[src/csr_pkg.sv]
package csr_pkg;

    localparam int xlen       = 32;
    localparam int csr_num_w  = 14;
    localparam int ecode_w    = 6;
    localparam int esubcode_w = 9;
    localparam int hw_irq_w   = 8;
    localparam int lie_w      = 13;

    // architectural csr numbers
    localparam logic [csr_num_w-1:0] csr_crmd   = 14'h000;
    localparam logic [csr_num_w-1:0] csr_prmd   = 14'h001;
    localparam logic [csr_num_w-1:0] csr_ecfg   = 14'h004;
    localparam logic [csr_num_w-1:0] csr_estat  = 14'h005;
    localparam logic [csr_num_w-1:0] csr_era    = 14'h006;
    localparam logic [csr_num_w-1:0] csr_badv   = 14'h007;
    localparam logic [csr_num_w-1:0] csr_eentry = 14'h00c;
    localparam logic [csr_num_w-1:0] csr_save0  = 14'h030;
    localparam logic [csr_num_w-1:0] csr_save1  = 14'h031;
    localparam logic [csr_num_w-1:0] csr_save2  = 14'h032;
    localparam logic [csr_num_w-1:0] csr_save3  = 14'h033;
    localparam logic [csr_num_w-1:0] csr_tid    = 14'h040;
    localparam logic [csr_num_w-1:0] csr_tcfg   = 14'h041;
    localparam logic [csr_num_w-1:0] csr_tval   = 14'h042;
    localparam logic [csr_num_w-1:0] csr_ticlr  = 14'h044;

    localparam logic [ecode_w-1:0] ecode_int = 6'h00;
    localparam logic [ecode_w-1:0] ecode_ade = 6'h08;
    localparam logic [ecode_w-1:0] ecode_ale = 6'h09;
    localparam logic [ecode_w-1:0] ecode_sys = 6'h0b;
    localparam logic [ecode_w-1:0] ecode_brk = 6'h0c;
    localparam logic [ecode_w-1:0] ecode_ine = 6'h0d;

    localparam logic [8:0] crmd_reset = 9'h008; // direct address mode, plv0

    typedef enum logic [2:0] {
        op_csrrd,
        op_csrwr,
        op_csrxchg,
        op_ertn,
        op_excp
    } csr_op_e;

    typedef struct packed {
        csr_op_e               op;
        logic [csr_num_w-1:0]  num;
        logic [xlen-1:0]       wdata;
        logic [xlen-1:0]       wmask;
        logic [xlen-1:0]       pc;
        logic [ecode_w-1:0]    ecode;
        logic [esubcode_w-1:0] esubcode;
        logic [xlen-1:0]       badv;    // faulting address for ade/ale
    } csr_cmd_t;

    typedef struct packed {
        logic            valid;
        logic [xlen-1:0] rdata;
        logic            redirect;
        logic [xlen-1:0] redirect_pc;
    } csr_resp_t;

    typedef struct packed {
        logic                  valid;
        csr_op_e               op;
        logic [csr_num_w-1:0]  num;
        logic [xlen-1:0]       wdata;   // already merged under mask
        logic [xlen-1:0]       pc;
        logic [ecode_w-1:0]    ecode;
        logic [esubcode_w-1:0] esubcode;
        logic [xlen-1:0]       badv;
    } csr_commit_t;

    typedef struct packed {
        logic [2:0]      plv_ie;
        logic [xlen-1:0] era;
        logic [xlen-1:0] eentry;
        logic            int_pending;
    } csr_ctrl_state_t;

endpackage

[src/csr_regfile.sv]
`timescale 1ns/10ps

module csr_regfile (
    input  logic                          clk,
    input  logic                          rstn,
    input  logic [csr_pkg::hw_irq_w-1:0]  irq,
    input  logic [csr_pkg::csr_num_w-1:0] rd_num,
    output logic [csr_pkg::xlen-1:0]      rd_data,
    input  csr_pkg::csr_commit_t          commit,
    output csr_pkg::csr_ctrl_state_t      state,
    output logic                          timer_irq
);
    import csr_pkg::*;

    logic [8:0]            crmd;
    logic [2:0]            prmd;
    logic [lie_w-1:0]      ecfg_lie;
    logic [1:0]            estat_is;
    logic [ecode_w-1:0]    estat_ecode;
    logic [esubcode_w-1:0] estat_esubcode;
    logic [xlen-1:0]       era;
    logic [xlen-1:0]       badv;
    logic [xlen-7:0]       eentry;          // bits 31:6
    logic [xlen-1:0]       save [4];
    logic [xlen-1:0]       tid;

    logic [xlen-1:0]       tcfg;
    logic [xlen-1:0]       tval;
    logic                  ti_pending;
    logic [xlen-1:0]       estat;
    logic [lie_w-1:0]      int_vec;
    logic                  csr_wr;
    logic                  tcfg_wr;
    logic                  ti_clear;

    assign csr_wr   = commit.valid && (commit.op == op_csrwr || commit.op == op_csrxchg);
    assign tcfg_wr  = csr_wr && (commit.num == csr_tcfg);
    assign ti_clear = csr_wr && (commit.num == csr_ticlr) && commit.wdata[0];

    csr_timer timer_i (
        .clk        (clk),
        .rstn       (rstn),
        .tcfg_wr    (tcfg_wr),
        .ti_clear   (ti_clear),
        .wdata      (commit.wdata),
        .tcfg       (tcfg),
        .tval       (tval),
        .ti_pending (ti_pending)
    );

    assign timer_irq = ti_pending;

    // live irq and timer bits, ipi slot and bit 10 read zero
    assign estat = {1'b0, estat_esubcode, estat_ecode, 3'b000, 1'b0, ti_pending, 1'b0,
                    irq, estat_is};

    assign int_vec = {1'b0, ti_pending, 1'b0, irq, estat_is} & ecfg_lie;

    always_comb
    begin
        state.plv_ie      = crmd[2:0];
        state.era         = era;
        state.eentry      = {eentry, 6'b000000};
        state.int_pending = |int_vec;   // ie applied by the trap controller
    end

    always_comb
    begin
        case (rd_num)
            csr_crmd:   rd_data = xlen'(crmd);
            csr_prmd:   rd_data = xlen'(prmd);
            csr_ecfg:   rd_data = xlen'(ecfg_lie);
            csr_estat:  rd_data = estat;
            csr_era:    rd_data = era;
            csr_badv:   rd_data = badv;
            csr_eentry: rd_data = {eentry, 6'b000000};
            csr_save0, csr_save1, csr_save2, csr_save3:
                rd_data = save[rd_num[1:0]];
            csr_tid:    rd_data = tid;
            csr_tcfg:   rd_data = tcfg;
            csr_tval:   rd_data = tval;
            default:    rd_data = '0;   // ticlr and unknown numbers
        endcase
    end

    always_ff @(posedge clk)
    begin
        if (!rstn)
        begin
            crmd           <= crmd_reset;
            prmd           <= '0;
            ecfg_lie       <= '0;
            estat_is       <= '0;
            estat_ecode    <= '0;
            estat_esubcode <= '0;
            era            <= '0;
            badv           <= '0;
            eentry         <= '0;
            save           <= '{default: '0};
            tid            <= '0;
        end
        else if (commit.valid)
        begin
            case (commit.op)
                op_csrwr, op_csrxchg:
                begin
                    case (commit.num)
                        csr_crmd:   crmd     <= commit.wdata[8:0];
                        csr_prmd:   prmd     <= commit.wdata[2:0];
                        csr_ecfg:   ecfg_lie <= {commit.wdata[12:11], 1'b0, commit.wdata[9:0]};
                        csr_estat:  estat_is <= commit.wdata[1:0];  // only sw bits
                        csr_era:    era      <= commit.wdata;
                        csr_badv:   badv     <= commit.wdata;
                        csr_eentry: eentry   <= commit.wdata[xlen-1:6];
                        csr_save0, csr_save1, csr_save2, csr_save3:
                            save[commit.num[1:0]] <= commit.wdata;
                        csr_tid:    tid      <= commit.wdata;
                        default:    ;
                    endcase
                end
                op_excp:
                begin
                    prmd           <= crmd[2:0];
                    crmd[2:0]      <= 3'b000;   // plv0, interrupts off
                    era            <= commit.pc;
                    estat_ecode    <= commit.ecode;
                    estat_esubcode <= commit.esubcode;
                    if (commit.ecode == ecode_ade || commit.ecode == ecode_ale)
                        badv <= commit.badv;
                end
                op_ertn:
                    crmd[2:0] <= prmd;
                default: ;
            endcase
        end
    end

endmodule

[src/csr_timer.sv]
`timescale 1ns/10ps

module csr_timer (
    input  logic                     clk,
    input  logic                     rstn,
    input  logic                     tcfg_wr,
    input  logic                     ti_clear,
    input  logic [csr_pkg::xlen-1:0] wdata,
    output logic [csr_pkg::xlen-1:0] tcfg,
    output logic [csr_pkg::xlen-1:0] tval,
    output logic                     ti_pending
);
    import csr_pkg::*;

    logic            en;
    logic            periodic;
    logic            expire;
    logic [xlen-1:0] init_val;

    assign en       = tcfg[0];
    assign periodic = tcfg[1];
    assign init_val = {tcfg[xlen-1:2], 2'b00};
    assign expire   = en && !tcfg_wr && (tval == xlen'(1)); // last tick before zero

    always_ff @(posedge clk)
    begin
        if (!rstn)
        begin
            tcfg       <= '0;
            tval       <= '0;
            ti_pending <= 1'b0;
        end
        else
        begin
            if (tcfg_wr)
            begin
                tcfg <= wdata;
                if (wdata[0])
                    tval <= {wdata[xlen-1:2], 2'b00};
            end
            else if (en)
            begin
                if (tval != '0)
                    tval <= tval - 1'b1;
                else if (periodic)
                    tval <= init_val;   // one-shot just sits at zero
            end

            if (ti_clear)
                ti_pending <= 1'b0;
            else if (expire)
                ti_pending <= 1'b1;
        end
    end

endmodule

[src/csr_trap_ctrl.sv]
`timescale 1ns/10ps

module csr_trap_ctrl (
    input  logic                          clk,
    input  logic                          rstn,
    input  csr_pkg::csr_cmd_t             cmd,
    input  logic                          cmd_valid,
    input  logic                          stall,
    output logic [csr_pkg::csr_num_w-1:0] rd_num,
    input  logic [csr_pkg::xlen-1:0]      rd_data,
    input  csr_pkg::csr_ctrl_state_t      state,
    output csr_pkg::csr_commit_t          commit,
    output csr_pkg::csr_resp_t            resp
);
    import csr_pkg::*;

    logic                  accept;
    logic                  take_int;
    csr_op_e               op;
    logic [ecode_w-1:0]    ecode;
    logic [esubcode_w-1:0] esubcode;
    logic [xlen-1:0]       mask;
    logic [xlen-1:0]       merged;
    logic                  redirect;
    logic [xlen-1:0]       target;

    assign accept   = cmd_valid && !stall;
    assign take_int = state.int_pending && state.plv_ie[2];  // crmd.ie
    assign rd_num   = cmd.num;

    // interrupt replaces whatever command is accepted
    always_comb
    begin
        op       = cmd.op;
        ecode    = cmd.ecode;
        esubcode = cmd.esubcode;
        if (take_int)
        begin
            op       = op_excp;
            ecode    = ecode_int;
            esubcode = '0;
        end
    end

    assign mask   = (cmd.op == op_csrxchg) ? cmd.wmask : '1;
    assign merged = (rd_data & ~mask) | (cmd.wdata & mask);

    always_comb
    begin
        redirect = 1'b1;
        target   = cmd.pc + xlen'(4);
        case (op)
            op_csrrd:
            begin
                redirect = 1'b0;
                target   = '0;
            end
            op_ertn: target = state.era;
            op_excp: target = state.eentry;
            default: ;  // wr/xchg refetch next pc
        endcase
    end

    always_ff @(posedge clk)
    begin
        if (!rstn)
        begin
            resp         <= '0;
            commit.valid <= 1'b0;
        end
        else
        begin
            resp.valid    <= accept;   // one cycle only, even under stall
            resp.redirect <= accept && redirect;
            commit.valid  <= accept;
            if (accept)
            begin
                resp.rdata       <= rd_data;
                resp.redirect_pc <= target;
                commit.op        <= op;
                commit.num       <= cmd.num;
                commit.wdata     <= merged;
                commit.pc        <= cmd.pc;
                commit.ecode     <= ecode;
                commit.esubcode  <= esubcode;
                commit.badv      <= cmd.badv;
            end
        end
    end

endmodule

[src/csr_unit.sv]
`timescale 1ns/10ps

module csr_unit (
    input  logic                         clk,
    input  logic                         rstn,
    input  csr_pkg::csr_cmd_t            cmd,
    input  logic                         cmd_valid,
    input  logic                         stall,
    input  logic [csr_pkg::hw_irq_w-1:0] irq,
    output csr_pkg::csr_resp_t           resp,
    output logic                         timer_irq
);
    import csr_pkg::*;

    logic [csr_num_w-1:0] rd_num;
    logic [xlen-1:0]      rd_data;
    csr_commit_t          commit;
    csr_ctrl_state_t      state;

    csr_trap_ctrl trap_ctrl_i (
        .clk       (clk),
        .rstn      (rstn),
        .cmd       (cmd),
        .cmd_valid (cmd_valid),
        .stall     (stall),
        .rd_num    (rd_num),
        .rd_data   (rd_data),
        .state     (state),
        .commit    (commit),
        .resp      (resp)
    );

    csr_regfile regfile_i (
        .clk       (clk),
        .rstn      (rstn),
        .irq       (irq),
        .rd_num    (rd_num),
        .rd_data   (rd_data),
        .commit    (commit),
        .state     (state),
        .timer_irq (timer_irq)
    );

endmodule

[config.mk]
export PLATFORM = sky130hd
export DESIGN_NAME = csr_unit
export DESIGN_NICKNAME = d
export VERILOG_FILES = /design/src/csr_pkg.sv /design/src/csr_regfile.sv /design/src/csr_timer.sv /design/src/csr_trap_ctrl.sv /design/src/csr_unit.sv
export SDC_FILE = /design/constraint.sdc
export NUM_CORES = 1
export LEC_CHECK = 0
export ABC_CLOCK_PERIOD_IN_PS = 7900
export BUFFER_PORTS_ARGS = -buffer_cell sky130_fd_sc_hd__buf_4
export CELL_PAD_IN_SITES_DETAIL_PLACEMENT = 1
export CELL_PAD_IN_SITES_GLOBAL_PLACEMENT = 1
export CORE_UTILIZATION = 35
export DETAILED_ROUTE_END_ITERATION = 10
export PLACE_DENSITY_LB_ADDON = 0.1
export SETUP_SLACK_MARGIN = 0.1
export SYNTH_ARGS = -nofsm -noshare
export SYNTH_HDL_FRONTEND = slang
export SYNTH_HIERARCHICAL = 1
export SYNTH_SLANG_ARGS = --single-unit
[constraint.sdc]
create_clock -name clk -period 7.9 [get_ports clk]
set_clock_uncertainty 0.2 [all_clocks]
set_input_delay 2.37 -clock clk [delete_from_list [all_inputs] [get_ports clk]]
set_output_delay 2.37 -clock clk [all_outputs]
set_load 0.05 [all_outputs]
### Word level (Yosys, flattened, before mapping)

Index checks and enable logic that the tools add are counted.

* flip-flop bits (word level): 550
* logic and storage cells: 149
* output and inout bits: 67

* bitwise logic cells: 8
* add/subtract/negate cells: 2
* eq/ne operators: 42
* order comparisons: 3
* muxes and demuxes: 25
* reductions and logical operators: 40

Operators with widths (number)
* $mux 32: 12
* $pmux 32 s11: 1
* $bwmux 128: 1
* $pmux 32 s2: 2
* $eq 14x3->1 const B: 8
* $eq 14x6->1 const B: 8
* $pmux 32 s3: 1
* $eq 14x7->1 const B: 6
* $and 32x32->32: 2
* $bmux 32 s2: 1
* $demux 32 s2: 1
* $add 32x3->32 const B: 1
* $eq 32x1->1 const B: 1
* $not 32->32: 1
* $or 32x32->32: 1
* $reduce_bool 32->1: 1
* $sub 32x1->32 const B: 1
* $reduce_and 3->1: 10
* $eq 14x1->1 const B: 2
* $eq 14x4->1 const B: 2
* $logic_not 14->1: 2
* $and 12x13->13: 1
* $reduce_or 13->1: 1
* $eq 3x2->1 const B: 4
* other kinds (23): 49

### Longest topological paths before layout

Gate-level depths: netlist (run 1).

* depth after elaboration: 7
* gate-level depth with buffers: 11
* gate-level depth less buffers: 9

### Hierarchy

The synthesis (run 1) kept the hierarchy.

Modules (own cells, without submodules)
* csr_regfile: area each 13769.5 µm², cells an instance 1592, sequential area each 5825.6 µm², times used 1
* csr_trap_ctrl: area each 7966.4 µm², cells an instance 646, sequential area each 5165.0 µm², times used 1
* csr_timer: area each 3603.5 µm², cells an instance 444, sequential area each 1301.2 µm², times used 1

### Worst setup path before layout (run 1)

Ideal clock, no wire load.

* path type: input port to flip-flop
* start point: input cmd_valid
* end point: register trap_ctrl_i/commit[0] (netlist name)
* required time: 7197 ps
* data arrival time: 5976 ps
* path buffers: 2
* cell stages on the path: 4
* setup slack: 1222 ps
* setup time: 503 ps
* path through: nor2b_1 > clkbuf_1 > clkbuf_1 > and2_1

* word-level cells in the longest chain between the ends: 2

Ends and longest elaborated chain
* start: declaration: RTL line csr_unit.sv:7 `input logic cmd_valid,`
* $logic_and 1x1->1: RTL line csr_trap_ctrl.sv:27 `assign accept = cmd_valid && !stall;`
* $reduce_and 2->1 (no source line)

Every way passes these cells.
A chain may end at the register's enable or synchronous reset.

### Final worst setup path (run 1)

* start point: input cmd[152] in the netlist's numbering
* end point: register trap_ctrl_i/commit[102] (netlist name)

* word-level cells in the longest chain between the ends: 5
* elaborated cells between the ends (all ways): 18
* those cells by class: 13 x eq/ne; 1 x mux; 2 x bitwise; 2 x reduce/logical

Ends and longest elaborated chain
* start: declaration: RTL line csr_unit.sv:6 `input csr_pkg::csr_cmd_t cmd,`
* $eq 14x6->1: RTL line csr_regfile.sv:69 `case (rd_num)`
* $reduce_or 4->1: RTL line csr_regfile.sv:69
* $pmux 32 s11 (*): RTL line csr_regfile.sv:69
* via rd_data[23]: RTL line csr_unit.sv:16 `logic [xlen-1:0] rd_data;`
* $and 32x32->32 (*): RTL line csr_trap_ctrl.sv:46 `assign merged = (rd_data & ~mask) | (cmd.wdata & mask);`
* $or 32x32->32 (*): RTL line csr_trap_ctrl.sv:46
* via trap_ctrl_i.merged[23]: RTL line csr_trap_ctrl.sv:23 `logic [xlen-1:0] merged;`

Mark *: on every way through the listed nets, which the timed path passes. The rest lies on a longest branch.

==> results of run 1 <==
## worst max-delay path: stages
cell and delay, ps:
buf_4 120, nor4_1 840, nand2_1 480, nor4_2 1180, a222oi_1 310, nand3_1 210, mux2_2 170
## worst paths after layout
kind                                                         from                                       to  slack, ps  cells after the start
worst max register to register  trap_ctrl_i/commit[126]$_DFFE_PP_  regfile_i/timer_i/tval[23]$_SDFFE_PN0P_       3560                      7
worst min register to register    regfile_i/save[55]$_SDFFE_PN0P_          regfile_i/save[55]$_SDFFE_PN0P_        260                      2
worst min-delay path              regfile_i/save[55]$_SDFFE_PN0P_          regfile_i/save[55]$_SDFFE_PN0P_        260                      2
worst max-delay path                                     cmd[152]        trap_ctrl_i/commit[102]$_DFFE_PP_       2530                      7
## stage by stage
step	hold slack (ps)	utilization [%]
global placement	242	38.7
CTS	262	41.4
global route	275	41.4
finish	260	41.4
detailed placement	252	38.7
floorplan	233	-
## placed cells by master (no fill, tap or decap), types with 20 or more instances in the layout
cell type	count
dfxtp_1	422
nand2_1	354
buf_4	273
o21ai_0	239
a21oi_1	230
nand3_1	177
edfxtp_1	128
mux2i_1	102
nor2_1	84
a22oi_1	69
clkbuf_16	62
mux2_2	49
a21boi_0	47
nor2b_1	43
nor4_1	41
mux4_2	37
o21ai_1	36
nor3_1	25
a221oi_1	24
clkbuf_1	23
o31a_1	23
a222oi_1	22
nand4_1	20
## power by group
part / leakage [nW] / switching (W) / internal [W]
clock: 0.964 / 0.00121 / 0.00162
combinational: 5.16 / 0.000277 / 0.000148
sequential: 4.58 / 0.0000511 / 0.00293
total: 10.7 / 0.00154 / 0.00470
## layout make-up
| type | instances | area [µm²] |
|---|---|---|
| clock buffer | 97 | 1800 |
| clock inverter | 17 | 161 |
| fill | 8034 | 41900 |
| inverter | 14 | 52.6 |
| multi-input combinational | 1880 | 12000 |
| sequential | 550 | 12300 |
| tap | 950 | 1190 |
| timing repair buffer | 276 | 2100 |
## flip-flops by register name, summed over array words and instances, names as in the netlist, 2 cells and up
register,flops
regfile_i/estat_is,2
regfile_i/estat_esubcode,9
trap_ctrl_i/commit,128
regfile_i/timer_i/tcfg,32
regfile_i/badv,32
regfile_i/crmd,9
regfile_i/prmd,3
trap_ctrl_i/resp,66
regfile_i/ecfg_lie,12
regfile_i/era,32
regfile_i/tid,32
regfile_i/estat_ecode,6
regfile_i/timer_i/tval,32
regfile_i/save,128
regfile_i/eentry,26
## metal layers
layer,routed length (µm),vias up
met2,44800,732
li1,-,10100
met1,49900,11400
met4,1820,2
met3,6890,96
met5,13,-
==> reports/metrics.yaml, run 1 <==
status:
  status: "completed"
clock_tree:
  post-cts-setup-buffers: 0
  cts_resized: 0
  worstSkewPairLatency_ps: 640
  cts_tree: "yes"
  cts.reportedPaths.clkPinSlew_ps: 60
  cts-htree-levels: 2
  ctsHoldBuffers: 0
  root_buffer: "clkbuf_16"
  cts-buffers-inserted: 61
  cts_max_path_buffers: 3
  clkSinkCount: 550
die:
  fp.dieH_um: 271
  ioPinCount: 239
  core.rowCount: 98
  die_x_um: 271
  coreArea_mm2: 0.0715
  initial_core_util_pct: 35.4
  die_area_mm2: 0.0734
sta:
  setup_viol: 0
  period_share_pct: 68.0
  rsz0062_at_grt: "false"
  worstMarginPinSlew_ps: 1400
  hold_violations: 0
  maxSlewHeadroom_pct: 6.59
  worst_slack_ps: 2530
  fin_crit_ps: 5370
  fmax_mhz: 186
  finalMaxSlewViolations: 0
  tns_ps: 0
setup_path:
  crit_fanout: 8
  path_class: "in -> reg"
  crit_required_ps: 8210
  cp-start-kind: "input port"
  crit_path_end_kind: "flop"
  crit_arrival_ps: 5690
grt:
  gr-usage-met1_pct: 41.2
  grt_pass1_vias: 22400
  grt_pass1_wl_um: 153000
  grt_antenna_before_repair: 3
  busiest_layer: "met1"
  grtUsageMet2_pct: 41.1
  use_met3_pct: 4.63
  globalRouteOverflowTotal: 0
  grtUsageTotal_pct: 27.5
  grt_max_degree: 177
place:
  gp_congestion: 0.851
  pre_cts_slack_ps: 1930
  dp_hpwl_um: 71300
  port_buffers: 238
  place_area_mm2: 0.0277
  place_inst: 3670
route:
  via_per_inst: 5.90
  drc: 0
  drt-wirelength-per-cell_um: 27.4
  wirelength_um: 103000
  route.vias.total: 22300
  drt_iter0_drc: 2309
  ant_nets: 0
  dr.pass1.iters: 6
pwr:
  finalPower_w: 0.00623
  powerDensity_mw_per_mm2: 211
  peakVddDrop_mv: 0.162
  cellLeakagePower_nw: 10.7
logic_synthesis:
  synth_area_mm2: 0.0253
  yosys_warnings: 6
  synth_cells: 2680
  syn_avg_cell_area_um2: 9.45
finish:
  antenna_cells: 0
  final_area_mm2: 0.0296
  nets: 2958
  drive_above_1_share_pct: 18.0
  fin_cells: 3784
  syn2layout_area_growth_pct: 16.9
worst_hold_path:
  hold_class: "reg -> reg"
job:
  drv_cap: 0
Note: power is estimated with default switching activity, not from simulation.
==> run 2, diff against run 1 <==
Settings changed: ABC_CLOCK_PERIOD_IN_PS 7900 to 4550.
Clock period 7.9 ns to 4.55 ns, I/O delays scaled along.
==> run 2 against run 1 <==
Effect of this change:
- count of clock-buffer cells in the layout up 1
- register-to-register slack got worse by 2700 ps
- setup slack lost 1700 ps
- core utilization grew 0.77 points
- cell count up 1.0%
- critical endpoint is now regfile_i/timer_i/tval[0]$_SDFFE_PN0P_
==> reports/metrics.yaml, run 2 (synthesis results as in run 1) <==
place:
  pre_cts_slack_ps: 506
  gp_congestion: 0.859
  dp_hpwl_um: 72300
  place_inst: 3705
  port_buffers: 238
pwr:
  peakVddDrop_mv: 0.240
  cellLeakagePower_nw: 11.0
  powerDensity_mw_per_mm2: 371
setup_path:
  crit_arrival_ps: 4010
  crit_fanout: 24
  crit_required_ps: 4860
  crit_path_end_kind: "flop"
  cp-start-kind: "flop"
  rr_worst_depth: 8
  path_class: "reg -> reg"
route:
  wirelength_um: 104000
  route.vias.total: 22600
  dr.pass1.iters: 7
  via_per_inst: 5.91
  drt_iter0_drc: 2214
  drt-wirelength-per-cell_um: 27.2
  drc: 0
  ant_nets: 0
worst_hold_path:
  hold_depth: 2
  hold_class: "reg -> reg"
clock_tree:
  cts_resized: 0
  cts.reportedPaths.clkPinSlew_ps: 50
  post-cts-setup-buffers: 0
  cts_tree: "yes"
  cts-htree-levels: 3
  ctsHoldBuffers: 0
  clkSinkCount: 550
  root_buffer: "clkbuf_16"
  cts_max_path_buffers: 3
  cts-buffers-inserted: 66
  worstSkewPairLatency_ps: 600
grt:
  grt_pass1_vias: 23000
  use_met3_pct: 3.83
  grt_pass1_wl_um: 154000
  busiest_layer: "met2"
  grt_antenna_before_repair: 3
  globalRouteOverflowTotal: 0
  gr-usage-met1_pct: 41.4
  grt_max_degree: 158
  grtUsageMet2_pct: 42.1
  grtUsageTotal_pct: 27.8
die:
  coreArea_mm2: 0.0715
  die_x_um: 271
  ioPinCount: 239
  die_area_mm2: 0.0734
  initial_core_util_pct: 35.4
  core.rowCount: 98
  fp.dieH_um: 271
sta:
  tns_ps: 0
  fin_crit_ps: 3710
  period_share_pct: 81.4
  rsz0062_at_grt: "false"
  hold_violations: 0
  worstMarginPinSlew_ps: 1120
  maxSlewHeadroom_pct: 25.2
  fmax_mhz: 270
  finalMaxSlewViolations: 0
  setup_viol: 0
  worst_slack_ps: 844
finish:
  largestRegisters: "regfile_i/save (128), trap_ctrl_i/commit (128), trap_ctrl_i/resp (66)"
  antenna_cells: 0
  layout_common_cells: "dfxtp_1 (422), nand2_1 (354), buf_4 (297), o21ai_0 (239), a21oi_1 (230)"
  final_common_cell: "dfxtp_1"
  nets: 2998
  syn2layout_area_growth_pct: 19.1
  drive_above_1_share_pct: 19.2
  fin_cells: 3823
job:
  drv_cap: 0
status:
  status: "completed"
==> run 2: cell type report <==
| type | instances | area, µm² |
|---|---|---|
| fill | 8069 | 41300 |
| timing repair buffer | 311 | 2500 |
| clock inverter | 20 | 155 |
| multi-input combinational | 1880 | 12000 |
| inverter | 14 | 52.6 |
| sequential | 550 | 12300 |
| clock buffer | 98 | 1980 |
| tap | 950 | 1190 |
==> run 2: layer usage <==
metal / share of wire [%] / vias to the layer above
met2: 44 / 746
met3: 6.1 / 124
met1: 49 / 11500
li1: - / 10200
met5: 0 / -
met4: 1.7 / 0
==> run 2: path summary, 6_finish.rpt <==
check | to | from | slack [ps]
worst max-delay path | regfile_i/timer_i/tval[0]$_SDFFE_PN0P_ | trap_ctrl_i/commit[126]$_DFFE_PP_ | 840
worst max register to register | regfile_i/timer_i/tval[0]$_SDFFE_PN0P_ | trap_ctrl_i/commit[126]$_DFFE_PP_ | 840
worst min-delay path | regfile_i/save[117]$_SDFFE_PN0P_ | regfile_i/save[117]$_SDFFE_PN0P_ | 260
worst min register to register | regfile_i/save[117]$_SDFFE_PN0P_ | regfile_i/save[117]$_SDFFE_PN0P_ | 260
==> run 2: through the flow <==
step                hold WS (ps)  util [%]  instance area [µm²]  power, W
floorplan                    233         -                25300   0.00564
global placement             241      39.2                28000   0.00601
detailed placement           254      39.2                28000   0.00602
CTS                          261      42.2                30200    0.0113
global route                 277      42.2                30200    0.0115
finish                       259      42.2                30200    0.0112
==> run 2: critical path, cell delays in order, from the launching register on <==
cell	delay [ps]
edfxtp_1	570
xor2_1	420
and3_1	260
and3_2	480
a21oi_1	270
a41oi_2	660
buf_4	410
nand3_1	150
a21oi_1	180
==> run 2: report_power, final <==
group	internal [W]	leakage [nW]	switching, W
Combinational	0.000270	5.37	0.000479
Clock	0.00312	1.05	0.00216
Sequential	0.00508	4.58	0.0000904
==> run 3, diff against run 2 <==
Settings changed: ABC_CLOCK_PERIOD_IN_PS 4550 to 3200.
Clock period 4.55 ns to 3.2 ns, I/O delays scaled along.
==> run 3 against run 2 <==
Effect of this change:
- critical endpoint is now regfile_i/timer_i/tval[30]$_SDFFE_PN0P_
- non-clock buffer count up 113
- via count up 1.6%
- flip-flop and latch count unchanged
- critical path type unchanged
==> reports/metrics.yaml, run 3 (synthesis results as in run 1) <==
status:
  status: "completed"
setup_path:
  cpPeakStageDelay_ps: 490
  critical_path.cell_chain: "nor4b_4, and3_1, and3_2, mux2i_1, a41oi_2, buf_4, buf_4, o311a_1, a211oi_1"
  path_class: "reg -> reg"
  crit_path_end_kind: "flop"
  crit_arrival_ps: 3290
  crit_buf_inv: 2
  rr_worst_depth: 9
  crit_end: "regfile_i/timer_i/tval[30]$_SDFFE_PN0P_"
  cp-start-kind: "flop"
  crit_top_cell: "buf_4"
  critPathTopFamily: "simple AND/OR/NAND/NOR gates"
  reg2reg_to: "regfile_i/timer_i/tval[30]$_SDFFE_PN0P_"
  crit_fanout: 16
  crit_required_ps: 3480
  crit_start: "trap_ctrl_i/commit[127]$_DFFE_PP_"
  path_depth: 9
  cp_slowest_cell: "edfxtp_1"
  r2r_slack_ps: 190
  rr_startpoint: "trap_ctrl_i/commit[127]$_DFFE_PP_"
place:
  gp_congestion: 0.901
  dp_hpwl_um: 73800
  port_buffers: 238
  pre_cts_slack_ps: -292
sta:
  worst_slack_ps: 187
  finalMaxSlewViolations: 0
  fmax_mhz: 332
  tns_ps: 0
  worstMarginPinSlew_ps: 961
  hold_violations: 0
  maxSlewHeadroom_pct: 35.9
  fin_crit_ps: 3010
  rsz0062_at_grt: "true"
  period_share_pct: 94.1
  setup_viol: 0
  whs_ps: 260
die:
  core.rowCount: 98
  coreArea_mm2: 0.0715
  initial_core_util_pct: 35.4
  die_x_um: 271
  die_area_mm2: 0.0734
  ioPinCount: 239
  fp.dieH_um: 271
pwr:
  p_sw_w: 0.00389
  swShare_pct: 24.6
  p_clk_share_pct: 46.3
  pwr-share-seq_pct: 46.5
  power_frac_comb_pct: 7.3
  finalPower_w: 0.0158
  cellLeakagePower_nw: 11.6
  peakVddDrop_mv: 0.265
  p_int_w: 0.0119
  powerDensity_mw_per_mm2: 507
grt:
  grt_pass1_vias: 23200
  grt_max_degree: 158
  grt_antenna_before_repair: 4
  grt_pass1_wl_um: 153000
  grtUsageTotal_pct: 27.4
  globalRouteOverflowTotal: 0
route:
  wirelength_um: 103000
  via_per_inst: 5.83
  dr.pass1.iters: 7
  ant_nets: 0
  route.vias.total: 23000
  drt_iter0_drc: 1593
  drc: 0
  drt-wirelength-per-cell_um: 26.1
finish:
  nets: 3111
  drive_above_1_share_pct: 22.3
  final_common_cell: "dfxtp_1"
  largestRegisters: "regfile_i/save (128), trap_ctrl_i/commit (128), trap_ctrl_i/resp (66)"
  syn2layout_area_growth_pct: 23.3
  layout_common_cells: "dfxtp_1 (422), buf_4 (392), nand2_1 (354), o21ai_0 (239), a21oi_1 (230)"
  finish.utilization_pct: 43.7
clock_tree:
  cts_tree: "yes"
  cts.reportedPaths.clkPinSlew_ps: 60
  cts-buffers-inserted: 66
  ctsHoldBuffers: 0
  cts-htree-levels: 3
  cts_max_path_buffers: 3
  worstSkewPairLatency_ps: 600
  root_buffer: "clkbuf_16"
  clkSinkCount: 550
job:
  drv_cap: 0
worst_hold_path:
  hold_depth: 2
  hold_class: "reg -> reg"
-- run 3: cell types whose count changed in the layout (fill, tap and decap cells not counted), moves of 4 or more --
| cell | previous run | this run |
|---|---|---|
| clkbuf_1 | 17 | 21 |
| buf_12 | 13 | 31 |
| clkinv_2 | 11 | 7 |
| a22oi_2 | 0 | 6 |
| mux2_2 | 49 | 42 |
| a21boi_1 | 0 | 20 |
| a21boi_0 | 47 | 27 |
| mux2_4 | 0 | 7 |
| buf_4 | 297 | 392 |
| a22oi_1 | 69 | 63 |
-- run 3: cell type report --
cell class / count / area (µm²)
flip-flops and latches: 550 / 12300
repair buffers: 424 / 3580
clock inverters: 20 / 131
multi-input cells: 1880 / 12100
diodes: 1 / 2.50
fillers: 7986 / 40300
clock buffers: 98 / 1930
inverters: 14 / 52.6
well taps: 950 / 1190
-- run 3: worst min path at each step --
stage                                      startpoint                                 to
floorplan             regfile_i/save[64]$_SDFFE_PN0P_    regfile_i/save[64]$_SDFFE_PN0P_
global placement      regfile_i/save[91]$_SDFFE_PN0P_    regfile_i/save[91]$_SDFFE_PN0P_
detailed placement  trap_ctrl_i/resp[53]$_SDFFE_PN0P_  trap_ctrl_i/resp[53]$_SDFFE_PN0P_
CTS                  regfile_i/save[111]$_SDFFE_PN0P_   regfile_i/save[111]$_SDFFE_PN0P_
global route           regfile_i/tid[20]$_SDFFE_PN0P_     regfile_i/tid[20]$_SDFFE_PN0P_
finish              trap_ctrl_i/resp[55]$_SDFFE_PN0P_  trap_ctrl_i/resp[55]$_SDFFE_PN0P_
-- run 3: repair_timing --
action,in CTS,in global routing
setup endpoints to repair,1,3
gates resized for setup,1,1
cloned,0,0
setup buffers,0,3
-- run 3: stage by stage --
stage	cells	area, µm²
detailed placement	3815	29100
finish	3937	31200
floorplan	2685	25400
global route	3936	31200
global placement	3815	29100
CTS	3933	31200
-- run 3: worst register-to-register path, cell delays in order, from the launching register on --
cell and delay [ps]:
edfxtp_1 490, nor4b_4 410, and3_1 210, and3_2 390
mux2i_1 410, a41oi_2 80, buf_4 170, buf_4 190
o311a_1 130, a211oi_1 220
-- run 3: per-layer routing --
| layer | GRT usage (%) | share of wire, % | vias to the layer above |
|---|---|---|---|
| met2 | 42.0 | 44 | 695 |
| met4 | 7.36 | 2.1 | 2 |
| met1 | 40.4 | 48 | 11700 |
| met5 | 0 | 0.012 | - |
| met3 | 3.09 | 5.5 | 112 |
| li1 | - | - | 10400 |
-- run 3: power groups by stage --
stage / Sequential [W] / Combinational (W) / Clock [W]
2_1_floorplan: 0.00753 / 0.000492 / 0
3_3_place_gp: 0.00750 / 0.00112 / 0
3_5_place_dp: 0.00750 / 0.00114 / 0
4_1_cts: 0.00735 / 0.00115 / 0.00748
5_1_grt: 0.00736 / 0.00122 / 0.00775
6_report: 0.00736 / 0.00115 / 0.00732
